**config.mk**
```make
export PLATFORM = sky130hd
export DESIGN_NAME = wiener_denoise_top
export DESIGN_NICKNAME = d
export VERILOG_FILES = /design/src/wiener_pkg.sv /design/src/wiener_ctrl.sv /design/src/block_stats.sv /design/src/gain_divider.sv /design/src/block_buffer.sv /design/src/wiener_pixel.sv /design/src/wiener_denoise_top.sv
export VERILOG_INCLUDE_DIRS = /design/src
export SDC_FILE = /design/constraint.sdc
export NUM_CORES = 2
export LEC_CHECK = 0
export ABC_AREA = 1
export BUFFER_PORTS_ARGS = -buffer_cell sky130_fd_sc_hd__buf_2
export CORE_MARGIN = 3
export CORE_UTILIZATION = 48
export DETAILED_ROUTE_END_ITERATION = 8
export GPL_TIMING_DRIVEN = 0
export PLACE_DENSITY = 0.74
export SYNTH_ARGS = -nofsm -noshare
export SYNTH_HDL_FRONTEND = slang
export SYNTH_HIERARCHICAL = 1
export SYNTH_SLANG_ARGS = --single-unit
```
**constraint.sdc**
```tcl
create_clock -name clk -period 11.9 [get_ports clk]
set_input_delay 2.38 -clock clk [delete_from_list [all_inputs] [get_ports clk]]
set_output_delay 2.38 -clock clk [all_outputs]
set_load 0.01 [all_outputs]
```
**src/wiener_config.svh**
```systemverilog
// design-wide sizes for the block Wiener denoiser
// BLK_N must be a power of two and equal to 2**BLK_LOG2
`ifndef WIENER_CONFIG_SVH
`define WIENER_CONFIG_SVH

// grey pixel width, the clip range is 0 to 2**PIX_W-1
`define PIX_W 8

// samples per block
`define BLK_N 64

// log2 of BLK_N, used for the mean shift and the pointers
`define BLK_LOG2 6

// APB byte address width, registers at 0x0 and 0x4
`define APB_AW 4

`endif

```
**src/wiener_pkg.sv**
```systemverilog
// shared types for the denoiser datapath and control
// needs wiener_config.svh for PIX_W
`include "wiener_config.svh"

package wiener_pkg;

	typedef logic [`PIX_W-1:0] pix_t;          // one grey sample

	typedef struct packed {
		logic valid;                           // beat present
		pix_t data;                            // pixel value
		logic last;                            // 64th pixel, output side only
	} pix_stream_t;

	typedef struct packed {
		pix_t               mean;              // floor mean of the block
		logic [2*`PIX_W-1:0] variance;         // floor variance of the block
	} blk_stats_t;

	typedef struct packed {
		logic [31:0] mag;                      // 16.16 magnitude
		logic        pos;                      // 1 when variance >= noise_var
	} gain_t;

	typedef enum logic [1:0] {
		FILL, STATS, DIVIDE, DRAIN
	} ctrl_state_t;

endpackage

```
**src/wiener_ctrl.sv**
```systemverilog
// block sequencer and APB registers, APB has no wait states
// noise_var at 0x0 (16 bits rw), blocks_done at 0x4 (ro)
`timescale 1ns/1ps
`include "wiener_config.svh"

module wiener_ctrl import wiener_pkg::*; (
	input  logic              clk,
	input  logic              rst_n,
	input  logic              psel,
	input  logic              penable,
	input  logic              pwrite,
	input  logic [`APB_AW-1:0] paddr,
	input  logic [31:0]       pwdata,
	output logic [31:0]       prdata,
	output logic              pready,
	input  logic              in_valid,
	output logic              in_ready,
	output logic              wr_en,
	output logic              stats_start,
	input  logic              stats_ready,
	output logic              div_start,
	input  logic              div_done,
	output logic              rd_en,
	output logic              rd_last,
	output logic [15:0]       noise_var,
	output ctrl_state_t       state
);
	localparam int unsigned LAST = `BLK_N - 1;

	ctrl_state_t          next_state;
	logic [`BLK_LOG2-1:0] cnt;                 // sample index, shared by FILL and DRAIN
	logic                 armed;               // holds in_ready low for the first cycle
	logic [31:0]          blocks_done;
	logic                 apb_wr;

	assign pready    = 1'b1;                   // zero wait states
	assign apb_wr    = psel && penable && pwrite;
	assign in_ready  = armed && (state == FILL);
	assign wr_en     = in_valid && in_ready;
	assign div_start = (state == STATS) && stats_ready;
	assign rd_en     = (state == DRAIN);
	assign rd_last   = rd_en && (cnt == LAST[`BLK_LOG2-1:0]);

	always_comb begin
		next_state = state;
		case (state)
			FILL:    if (wr_en && cnt == LAST[`BLK_LOG2-1:0]) next_state = STATS;
			STATS:   if (stats_ready) next_state = DIVIDE;
			DIVIDE:  if (div_done) next_state = DRAIN;
			DRAIN:   if (rd_last) next_state = FILL;
			default: next_state = FILL;
		endcase
	end

	always_ff @(posedge clk or negedge rst_n) begin
		if (!rst_n) begin
			state       <= FILL;
			cnt         <= '0;
			armed       <= 1'b0;
			stats_start <= 1'b0;
			blocks_done <= '0;
			noise_var   <= '0;
		end else begin
			state       <= next_state;
			armed       <= 1'b1;
			stats_start <= (state == FILL) && wr_en && (cnt == LAST[`BLK_LOG2-1:0]); // cycle after 64th beat
			if (wr_en || rd_en) cnt <= cnt + 1'b1;   // wraps back to 0 at BLK_N
			if (rd_last) blocks_done <= blocks_done + 1'b1;
			if (apb_wr && paddr == `APB_AW'h0) noise_var <= pwdata[15:0];
		end
	end

	always_comb begin
		case (paddr)
			`APB_AW'h0: prdata = {16'h0, noise_var};
			`APB_AW'h4: prdata = blocks_done;
			default:    prdata = '0;       // unmapped reads return zero
		endcase
	end

	// the divider reports only while the FSM waits on it
	assert property (@(posedge clk) disable iff (!rst_n) div_done |-> state == DIVIDE);
	// the last read closes the block straight back into FILL
	assert property (@(posedge clk) disable iff (!rst_n) rd_last |=> (state == FILL && !rd_en));

endmodule

```
**src/block_stats.sv**
```systemverilog
// block mean and variance, floor division by BLK_N throughout
// results valid two cycles after stats_start, stats_ready pulses then
`timescale 1ns/1ps
`include "wiener_config.svh"

module block_stats import wiener_pkg::*; (
	input  logic       clk,
	input  logic       rst_n,
	input  pix_t       pix,
	input  logic       wr_en,
	input  logic       stats_start,
	output blk_stats_t stats,
	output logic       stats_ready
);
	localparam int SUM_W = `PIX_W + `BLK_LOG2;     // 14 bits for 64 x 255
	localparam int SQ_W  = 2 * `PIX_W + `BLK_LOG2; // 22 bits for 64 x 255^2

	logic [SUM_W-1:0]     sum;
	logic [SQ_W-1:0]      sum_sq;
	logic                 var_step;                // second stats cycle
	pix_t                 mean_r;
	logic [2*`PIX_W-1:0]  sq_mean_r;               // mean of the squares
	logic [2*`PIX_W-1:0]  var_r;
	logic [2*`PIX_W-1:0]  pix_sq;

	assign pix_sq = pix * pix;

	always_ff @(posedge clk or negedge rst_n) begin
		if (!rst_n) begin
			sum         <= '0;
			sum_sq      <= '0;
			var_step    <= 1'b0;
			stats_ready <= 1'b0;
		end else begin
			var_step    <= stats_start;
			stats_ready <= var_step;
			if (var_step) begin
				sum    <= '0;                          // ready for the next block
				sum_sq <= '0;
			end else if (wr_en) begin
				sum    <= sum + SUM_W'(pix);
				sum_sq <= sum_sq + SQ_W'(pix_sq);
			end
		end
	end

	always_ff @(posedge clk) begin
		if (stats_start) begin
			mean_r    <= pix_t'(sum >> `BLK_LOG2);
			sq_mean_r <= (2*`PIX_W)'(sum_sq >> `BLK_LOG2);
		end
		if (var_step) var_r <= sq_mean_r - mean_r * mean_r; // never negative with floors
	end

	assign stats.mean     = mean_r;
	assign stats.variance = var_r;

endmodule

```
**src/gain_divider.sv**
```systemverilog
// restoring divider for |var - noise_var| << 16 / var, 32 quotient bits
// first bit is taken on the div_start edge, gain valid with div_done
`timescale 1ns/1ps

module gain_divider import wiener_pkg::*; (
	input  logic       clk,
	input  logic       rst_n,
	input  logic       div_start,
	input  blk_stats_t stats,
	input  logic [15:0] noise_var,
	output gain_t      gain,
	output logic       div_done
);
	logic        busy;
	logic [4:0]  cnt;                       // quotient bits already formed
	logic [15:0] rem, den;
	logic [31:0] quo;                       // numerator shifts out, quotient shifts in
	logic        pos;
	logic        pos_in;
	logic [15:0] diff_in;
	logic [15:0] src_rem, src_den;
	logic [31:0] src_quo;
	logic [16:0] trial;
	logic        q_bit;

	assign pos_in  = stats.variance >= noise_var;
	assign diff_in = pos_in ? stats.variance - noise_var : noise_var - stats.variance;
	assign src_rem = div_start ? 16'h0 : rem;
	assign src_quo = div_start ? {diff_in, 16'h0} : quo;
	assign src_den = div_start ? ((stats.variance == 0) ? 16'd1 : stats.variance) : den; // flat block
	assign trial   = {src_rem, src_quo[31]};
	assign q_bit   = trial >= {1'b0, src_den};

	always_ff @(posedge clk or negedge rst_n) begin
		if (!rst_n) begin
			busy     <= 1'b0;
			cnt      <= '0;
			div_done <= 1'b0;
		end else begin
			div_done <= busy && (cnt == 5'd31);
			if (div_start) begin
				busy <= 1'b1;
				cnt  <= 5'd1;
			end else if (busy) begin
				cnt  <= cnt + 1'b1;
				if (cnt == 5'd31) busy <= 1'b0;
			end
		end
	end

	always_ff @(posedge clk) begin
		if (div_start || busy) begin
			rem <= q_bit ? 16'(trial - {1'b0, src_den}) : trial[15:0];
			quo <= {src_quo[30:0], q_bit};
			den <= src_den;
		end
		if (div_start) pos <= pos_in;
	end

	assign gain.mag = quo;
	assign gain.pos = pos;

	// no restart mid divide, and the result lands exactly 32 cycles on
	assert property (@(posedge clk) disable iff (!rst_n) div_start |-> (!busy ##32 div_done));

endmodule

```
**src/block_buffer.sv**
```systemverilog
// one-block pixel store, writes during FILL and in-order reads during DRAIN
// read data is registered, rd_valid follows rd_en by one cycle
`timescale 1ns/1ps
`include "wiener_config.svh"

module block_buffer import wiener_pkg::*; (
	input  logic        clk,
	input  logic        rst_n,
	input  pix_t        pix,
	input  logic        wr_en,
	input  logic        rd_en,
	input  ctrl_state_t state,
	output pix_t        rd_pix,
	output logic        rd_valid
);
	pix_t                 mem [`BLK_N];
	logic [`BLK_LOG2-1:0] wr_ptr, rd_ptr;      // wrap at BLK_N by width

	always_ff @(posedge clk or negedge rst_n) begin
		if (!rst_n) begin
			wr_ptr   <= '0;
			rd_ptr   <= '0;
			rd_valid <= 1'b0;
		end else begin
			rd_valid <= rd_en;
			if (wr_en) wr_ptr <= wr_ptr + 1'b1;
			if (rd_en) rd_ptr <= rd_ptr + 1'b1;
		end
	end

	always_ff @(posedge clk) begin
		if (wr_en) mem[wr_ptr] <= pix;
		if (rd_en) rd_pix <= mem[rd_ptr];
	end

	// the controller must not let new pixels in while the block replays
	assert property (@(posedge clk) disable iff (!rst_n) wr_en |-> state != DRAIN);

endmodule

```
**src/wiener_pixel.sv**
```systemverilog
// out = mean +/- ((gain * |pix - mean|) >> 16), clipped to the pixel range
// stats and gain must stay stable for the whole drain
`timescale 1ns/1ps
`include "wiener_config.svh"

module wiener_pixel import wiener_pkg::*; (
	input  logic        clk,
	input  logic        rst_n,
	input  pix_t        rd_pix,
	input  logic        rd_valid,
	input  logic        rd_last,
	input  blk_stats_t  stats,
	input  gain_t       gain,
	output pix_stream_t out_beat
);
	localparam int PROD_W = 32 + `PIX_W;
	localparam int RES_W  = PROD_W - 16 + 2;       // room for carry and sign

	logic                    last_q;             // rd_last aligned to rd_valid
	logic                    ge_mean;
	pix_t                    abs_diff;
	logic [PROD_W-1:0]       prod;
	logic [PROD_W-17:0]      scaled;
	logic signed [RES_W-1:0] res;
	pix_t                    clipped;

	assign ge_mean  = rd_pix >= stats.mean;
	assign abs_diff = ge_mean ? rd_pix - stats.mean : stats.mean - rd_pix;
	assign prod     = gain.mag * abs_diff;
	assign scaled   = prod[PROD_W-1:16];         // drop the 16 fraction bits

	always_comb begin
		if (gain.pos == ge_mean) res = $signed(RES_W'(stats.mean)) + $signed(RES_W'(scaled));
		else                     res = $signed(RES_W'(stats.mean)) - $signed(RES_W'(scaled));
		if (res < 0)                          clipped = '0;
		else if (res > $signed(RES_W'({`PIX_W{1'b1}}))) clipped = '1; // saturate at 255
		else                                  clipped = res[`PIX_W-1:0];
	end

	always_ff @(posedge clk or negedge rst_n) begin
		if (!rst_n) begin
			last_q   <= 1'b0;
			out_beat <= '0;
		end else begin
			last_q         <= rd_last;
			out_beat.valid <= rd_valid;
			out_beat.data  <= clipped;
			out_beat.last  <= rd_valid && last_q;
		end
	end

endmodule

```
**src/wiener_denoise_top.sv**
```systemverilog
// Wiener block denoiser, APB for config, valid/ready pixel input
// output has no ready, the sink takes one pixel per cycle while valid
`timescale 1ns/1ps
`include "wiener_config.svh"

module wiener_denoise_top import wiener_pkg::*; (
	input  logic              clk,
	input  logic              rst_n,
	input  logic              psel,
	input  logic              penable,
	input  logic              pwrite,
	input  logic [`APB_AW-1:0] paddr,
	input  logic [31:0]       pwdata,
	output logic [31:0]       prdata,
	output logic              pready,
	input  pix_stream_t       in_beat,       // last is ignored, blocks are counted
	output logic              in_ready,
	output pix_stream_t       out_beat
);
	logic        wr_en, stats_start, stats_ready, div_start, div_done;
	logic        rd_en, rd_last, rd_valid;
	logic [15:0] noise_var;
	ctrl_state_t state;
	blk_stats_t  stats;
	gain_t       gain;
	pix_t        rd_pix;

	wiener_ctrl u_wiener_ctrl (.clk, .rst_n, .psel, .penable, .pwrite, .paddr, .pwdata,
		.prdata, .pready, .in_valid(in_beat.valid), .in_ready, .wr_en, .stats_start,
		.stats_ready, .div_start, .div_done, .rd_en, .rd_last, .noise_var, .state);

	block_stats u_block_stats (.clk, .rst_n, .pix(in_beat.data), .wr_en, .stats_start,
		.stats, .stats_ready);

	gain_divider u_gain_divider (.clk, .rst_n, .div_start, .stats, .noise_var, .gain,
		.div_done);

	block_buffer u_block_buffer (.clk, .rst_n, .pix(in_beat.data), .wr_en, .rd_en, .state,
		.rd_pix, .rd_valid);

	wiener_pixel u_wiener_pixel (.clk, .rst_n, .rd_pix, .rd_valid, .rd_last, .stats, .gain,
		.out_beat);

endmodule

```
After elaboration in Yosys (flattened, before gate mapping)
Memory sizes are Yosys's and may differ from the RTL's. A register that Yosys moved wholly into a read port is not among the register bits.
Cells that the tools add are included.
Widths: inputs -> output; s select.
{"block": "totals", "register_bits": 232, "latchBits": 0, "ram_bits": 512, "mem_bits_ro": 0, "inputBits": 51, "out_inout_bits": 44, "elab_cells": 110, "memories": 1}
{"block": "classes", "add_sub_neg": 15, "n_mul": 3, "div_mod_pow": 0, "magnitude_cmp": 5, "n_eq_ne": 11, "n_shift": 0, "n_mux": 27, "bitwise": 0, "reduce_logical": 20}
{"name": "u_block_buffer.mem", "depth": 64, "word_bits": 8, "rd": 1, "rd_clocked_by_memory_dff": 1, "write_ports": 1, "line": "block_buffer.sv:16", "text": "pix_t mem [`BLK_N];"}
{"operator": "$mux 16", "n": 5}
{"operator": "$pmux 32 s2", "n": 1}
{"operator": "$sub 16x16->16", "n": 4}
{"operator": "$mux 22", "n": 2}
{"operator": "$mul 32x8->40", "n": 1}
{"operator": "$add 32x1->32 const B", "n": 1}
{"operator": "$mul 8x8->16", "n": 2}
{"operator": "$mux 32", "n": 1}
{"operator": "$mux 14", "n": 2}
{"operator": "$gt 26x9->1 const B", "n": 1}
{"operator": "$lt 26x1->1 const B", "n": 1}
{"operator": "$mux 26", "n": 1}
{"operator": "$add 8x24->25", "n": 1}
{"operator": "$sub 8x24->25", "n": 1}
{"operator": "$mux 8", "n": 3}
{"operator": "$add 22x16->22", "n": 1}
{"operator": "$add 6x1->6 const B", "n": 3}
{"operator": "$ge 17x16->1", "n": 1}
{"operator": "$ge 16x16->1", "n": 1}
{"operator": "$logic_not 16->1", "n": 1}
{"operator": "$sub 8x8->8", "n": 2}
{"operator": "$add 14x8->14", "n": 1}
{"operator": "$logic_and 1x1->1", "n": 12}
{"operator": "$mux 5", "n": 2}
{"operator": "17 further kinds", "n": 30}

Longest topological paths before layout
{"block": "logic_depth", "depth_word": 8, "mapped_depth": 58, "depth_no_buf": 58}

Cells and area by module
The synthesis kept the hierarchy.
{"mod": "block_buffer", "n_inst": 1, "cells_per_inst": 2054, "area_each_um2": 22337.7}
{"mod": "wiener_pixel", "n_inst": 1, "cells_per_inst": 1607, "area_each_um2": 10901.7}
{"mod": "block_stats", "n_inst": 1, "cells_per_inst": 942, "area_each_um2": 7870.0}
{"mod": "gain_divider", "n_inst": 1, "cells_per_inst": 783, "area_each_um2": 5913.2}
{"mod": "wiener_ctrl", "n_inst": 1, "cells_per_inst": 425, "area_each_um2": 3213.1}

Worst setup path before layout
OpenSTA, ideal clock, no wires.
{"block": "synth_path", "kind": "register -> register", "from": "reg u_block_stats.mean_r[0]", "to": "reg u_wiener_pixel/out_beat[1] (netlist name)", "arrival_time_ns": 8.514, "required_time_ns": 11.786, "slack_ns": 3.272, "path_stages_with_launch": 55, "synth_period_minus_slack_ns": 8.628, "path_cell_list": "edfxtp_1 > ha_1 > inv_1 > fa_1 > nand3_1 > nand2_1 > nand2_1 > nand3_4 > inv_1 > or2_2 > o221ai_1 > a221oi_1 > o211ai_1 > xor2_1 > clkbuf_1 > nor2_1 > fa_1 > fa_1 > [... 19 more ...] > or2_2 > nand2_1 > nand2_1 > nand2_1 > nand2_1 > nand2_1 > nand2_1 > nand3b_1 > nor2_1 > nand2_1 > o21ai_1 > nand2_1 > nand2_1 > nand3_1 > nor2_4 > nand4_1 > nand2_1 > inv_1"}
{"block": "synth_via", "elab_chain_len": 8}
{"item": "from (decl)", "line": "block_stats.sv:21", "text": "pix_t mean_r;"}
{"item": "from (signal assigned)", "line": "block_stats.sv:49", "text": "mean_r <= pix_t'(sum >> `BLK_LOG2);"}
{"item": "$sub 8x8->8 / $ge 8x8->1 (equally long branches)", "line": "wiener_pixel.sv:28, wiener_pixel.sv:27"}
{"item": "$mux 8", "line": "wiener_pixel.sv:28", "text": "assign abs_diff = ge_mean ? rd_pix - stats.mean : stats.mean - rd_pix;"}
{"item": "$mul 32x8->40", "line": "wiener_pixel.sv:29", "text": "assign prod = gain.mag * abs_diff;"}
{"item": "$sub 8x24->25 / $add 8x24->25 (equally long branches)", "line": "wiener_pixel.sv:34, wiener_pixel.sv:33"}
{"item": "$mux 26 *", "line": "wiener_pixel.sv:33", "text": "if (gain.pos == ge_mean) res = $signed(RES_W'(stats.mean)) + $signed(RES_W'(scaled));"}
{"item": "$gt 26x9->1", "line": "wiener_pixel.sv:36", "text": "else if (res > $signed(RES_W'({`PIX_W{1'b1}}))) clipped = '1;"}
{"item": "$mux 8", "line": "wiener_pixel.sv:36"}
{"item": "$mux 8 *", "line": "wiener_pixel.sv:35", "text": "if (res < 0) clipped = '0;"}
{"item": "net u_wiener_pixel.clipped[0]", "line": "wiener_pixel.sv:25", "text": "pix_t clipped;"}
Mark *: on every way through the listed nets, which the timed path passes. The rest lies on a longest branch.
A chain may end at the register's enable or synchronous reset.

Worst setup path after layout
{"block": "layout_path", "from": "reg u_block_stats.mean_r[4]", "to": "reg u_wiener_pixel/out_beat[1] (netlist name)"}
{"block": "layout_via", "elab_chain_len": 8}
{"item": "$sub 8x8->8 / $ge 8x8->1 (equally long branches)", "line": "wiener_pixel.sv:28, wiener_pixel.sv:27"}
{"item": "$mux 8", "line": "wiener_pixel.sv:28"}
{"item": "$mul 32x8->40", "line": "wiener_pixel.sv:29"}
{"item": "$sub 8x24->25 / $add 8x24->25 (equally long branches)", "line": "wiener_pixel.sv:34, wiener_pixel.sv:33"}
{"item": "$mux 26 *", "line": "wiener_pixel.sv:33"}
{"item": "$gt 26x9->1", "line": "wiener_pixel.sv:36"}
{"item": "$mux 8", "line": "wiener_pixel.sv:36"}
{"item": "$mux 8 *", "line": "wiener_pixel.sv:35"}
{"item": "net u_wiener_pixel.clipped[0]", "line": "wiener_pixel.sv:25"}
Marks and branches as above.

==> key figures <==
STA
  • Fin. max-slew vios: 0
  • Slew margin rel.: 0.0216
  • Setup violators final: 0
  • Fin crit share: 0.926
  • Fmax: 90.7 MHz
  • Slew @ Worst Pin: 1.46 ns
  • Final Hold Viols: 0
  • Setup TNS: 0 ns
  • Crit path time final: 11.02 ns
  • RSZ-0062 raised after global routing: false
  • Final Skew: 0.0433 ns

Min path
  • Hold Path Class: flip-flop to flip-flop

Place
  • Routability cong.: 0.953
  • DP Cell Count: 7272
  • Post-DP Area: 0.0525 mm^2
  • Dpl hpwl: 102 mm
  • PortBufs: 76

Global routing
  • First-pass GRT wire length: 213 mm
  • GR Overflow Total: 0
  • Gr usage total: 0.253
  • Vias in the first global route: 38856
  • Largest net degree at the start of global routing: 74
  • Antenna violations before repair: 0

Cells and area
  • Reg area: 0.0219 mm^2
  • Design Area, Final: 0.0552 mm^2
  • Final core utilization: 0.533
  • # fillers: 9318
  • Layout net count: 6528
  • Layout Cells excl Fill: 7425
  • Most frequent cells in the layout: 1603 x nand2_1, 938 x inv_1, 625 x edfxtp_1
  • Area Growth Syn to Fin: 9.90%
  • Multi-input gate area: 0.0238 mm^2
  • Most common cell after layout, fill and taps aside: nand2_1
  • Layout cells sized above 1: 0.0728

Critical path
  • Largest stage delay on the critical path: 0.95 ns
  • WS Path Type: flip-flop to flip-flop
  • Crit path arrival time: 11.56 ns
  • Worst setup SP type: flip-flop
  • Slowest cell on crit path: edfxtp_1
  • CP Capture Type: flip-flop
  • Worst EP required: 12.44 ns
  • Crit path max fanout: 13

Drt
  • Post-route ant nets: 0
  • Routed wire length per instance: 18.5 um
  • DRT iter0 DRCs: 4145
  • TritonRoute pass-1 iters: 6
  • Via count: 40109
  • Vias per inst: 5.40
  • Total wire length: 137 mm
  • DR DRC count: 0

Status
  • Status: completed

Floorplanning
  • Top Ports: 95
  • Die ar.: 0.109 mm^2
  • Num rows: 118
  • Core ar.: 0.104 mm^2
  • Chip Width: 330 um
  • Die Y: 330 um
  • Initial core utilization: 0.485

Clock network
  • CTS tree: built
  • Clk buf depth: 3
  • Clock Sinks: 752
  • Clock slew seen by the registers of the worst setup and hold paths: 0.06 ns
  • CTS Buf Count: 82
  • Clk Latency, worst-skew pair: 0.68 ns
  • H-tree lvl count: 3
  • Root buffer cell: clkbuf_16

Yosys
  • Mapped cell area: 0.0502 mm^2
  • EDFF count, synth: 625
  • Cell variety after synth: 65
  • Main synth FF type: edfxtp_1
  • Sequential fraction of the synthesis area: 0.437
  • Mapped Cells: 5811
  • Ys Warns: 6
  • Syn_area_per_cell: 8.64 um^2
  • Asr flop ratio synth: 0.169
  • Synth Register Bits: 752

Flow run
  • MaxCap Viol Count: 0
[area by class of cell]
| cell class | instances | share of cell area |
|---|---|---|
| Multi-Input combinational cell | 3910 | 0.431 |
| Sequential cell | 752 | 0.397 |
| Inverter | 965 | 0.0656 |
| Clock buffer | 107 | 0.0405 |
| Tap cell | 1380 | 0.0313 |
| Buffer | 185 | 0.0165 |
| Timing Repair Buffer | 82 | 0.00959 |
| Clock inverter | 43 | 0.00802 |
| Antenna cell | 1 | 0.0000453 |
[cells by family (layout without fill, tap and decap cells)]
kind of cell / count (synthesis) / after routing / share of synthesized area
muxes: 5 / 5 / 0.00102
buffers and inverters: 1150 / 1382 / 0.0902
adders and majority gates: 499 / 499 / 0.163
xor gates and xnor gates: 110 / 110 / 0.0195
other: 1 / 3 / 0.0000746
and+or+nand+nor: 2828 / 2828 / 0.235
AOI/OAI and AO/OA: 466 / 466 / 0.0547
DFF: 752 / 752 / 0.437
[path summary, 6_finish.rpt]
path,start,to,slack [ns],depth (start not counted)
setup / recovery,u_block_stats/mean_r[4],u_wiener_pixel/out_beat[1],0.88,52
hold / removal,u_wiener_pixel/last_q,u_wiener_pixel/out_beat[0],0.43,2
setup reg to reg,u_block_stats/mean_r[4],u_wiener_pixel/out_beat[1],0.88,52
hold reg to reg,u_wiener_pixel/last_q,u_wiener_pixel/out_beat[0],0.43,2
max in group asynchronous,rst_n,u_block_buffer/rd_ptr[4],9.33,2
min in group asynchronous,rst_n,u_gain_divider/cnt[2],1.70,1
[synthesized netlist by cell type (4+ instances only)]
cell type | n | area share
a21boi_0 | 6 | 0.00090
a21o_1 | 13 | 0.0019
a21oi_1 | 175 | 0.017
a21oi_2 | 4 | 0.00070
a22o_1 | 7 | 0.0012
a31oi_1 | 28 | 0.0035
and2_1 | 4 | 0.00050
and3_1 | 4 | 0.00050
buf_1 | 18 | 0.0013
buf_2 | 77 | 0.0077
buf_4 | 15 | 0.0022
buf_6 | 8 | 0.0018
clkbuf_1 | 67 | 0.0050
clkinv_1 | 5 | 0.00037
dfrtp_1 | 127 | 0.063
edfxtp_1 | 625 | 0.37
fa_1 | 259 | 0.10
ha_1 | 240 | 0.060
inv_1 | 938 | 0.070
inv_2 | 22 | 0.0016
mux2i_1 | 4 | 0.00080
nand2_1 | 1604 | 0.12
nand2_2 | 23 | 0.0029
nand2_4 | 5 | 0.0011
nand3_1 | 444 | 0.044
nand3_2 | 15 | 0.0030
nand3b_1 | 14 | 0.0021
nand4_1 | 31 | 0.0039
nor2_1 | 605 | 0.045
nor2_2 | 10 | 0.0012
nor2_4 | 13 | 0.0029
nor3_1 | 28 | 0.0028
nor4_1 | 6 | 0.00075
o211ai_1 | 27 | 0.0040
o21a_1 | 8 | 0.0012
o21ai_0 | 120 | 0.012
o21ai_1 | 16 | 0.0016
o21ai_2 | 13 | 0.0023
o21bai_1 | 12 | 0.0018
o22ai_1 | 19 | 0.0024
or2_2 | 11 | 0.0014
xnor2_1 | 31 | 0.0054
xor2_1 | 77 | 0.013
[through the flow]
step                worst slack (ns)  hold slack (ns)
floorplan                       3.27            0.354
global placement               0.615            0.413
detailed placement             0.481            0.419
CTS                            0.455            0.440
global route                  0.0999            0.447
finish                         0.879            0.434
[per-layer routing]
metal  vias up  wire length, um  share of wire  track usage
met5         -                0              0            0
met4         0             5320          0.039       0.0957
met3       359            13200          0.096       0.0467
met2      1828            62900           0.46        0.407
met1     19129            56000           0.41        0.341
li1      18793                -              -            -
[worst max-delay path, delay by kind of cell, from the launching register on]
kind / cells / cell delay [ns]
and+or+nand+nor: 22 / 2.64
DFF: 1 / 0.95
AOI/OAI and AO/OA: 12 / 2.13
adders and majority gates: 7 / 2.90
xor gates and xnor gates: 2 / 0.93
buffers and inverters: 9 / 1.34
[registers in the layout, summed over array words and instances (netlist names), 2 cells and up]
| signal | flops |
|---|---|
| u_block_buffer/rd_pix | 8 |
| u_wiener_pixel/out_beat | 10 |
| u_wiener_ctrl/cnt | 6 |
| u_block_stats/sq_mean_r | 16 |
| u_block_stats/mean_r | 8 |
| u_wiener_ctrl/state | 2 |
| u_wiener_ctrl/noise_var | 16 |
| u_block_buffer/mem | 512 |
| u_gain_divider/quo | 32 |
| u_block_stats/sum | 14 |
| u_block_buffer/wr_ptr | 6 |
| u_block_buffer/rd_ptr | 6 |
| u_wiener_ctrl/blocks_done | 32 |
| u_gain_divider/rem | 16 |
| u_block_stats/var_r | 16 |
| u_gain_divider/den | 16 |
| u_block_stats/sum_sq | 22 |
| u_gain_divider/cnt | 5 |
[what timing repair did]
item | in CTS | in global routing
endpoints found under the hold margin | 0 | 0
resized for setup | 0 | 3
setup endpoints to repair | 0 | 8
buffers inserted | 0 | 2
hold buffers | 0 | 0
Power is not shown: default switching activity piles up to over one toggle a cycle in this logic, so the estimate is an artifact.
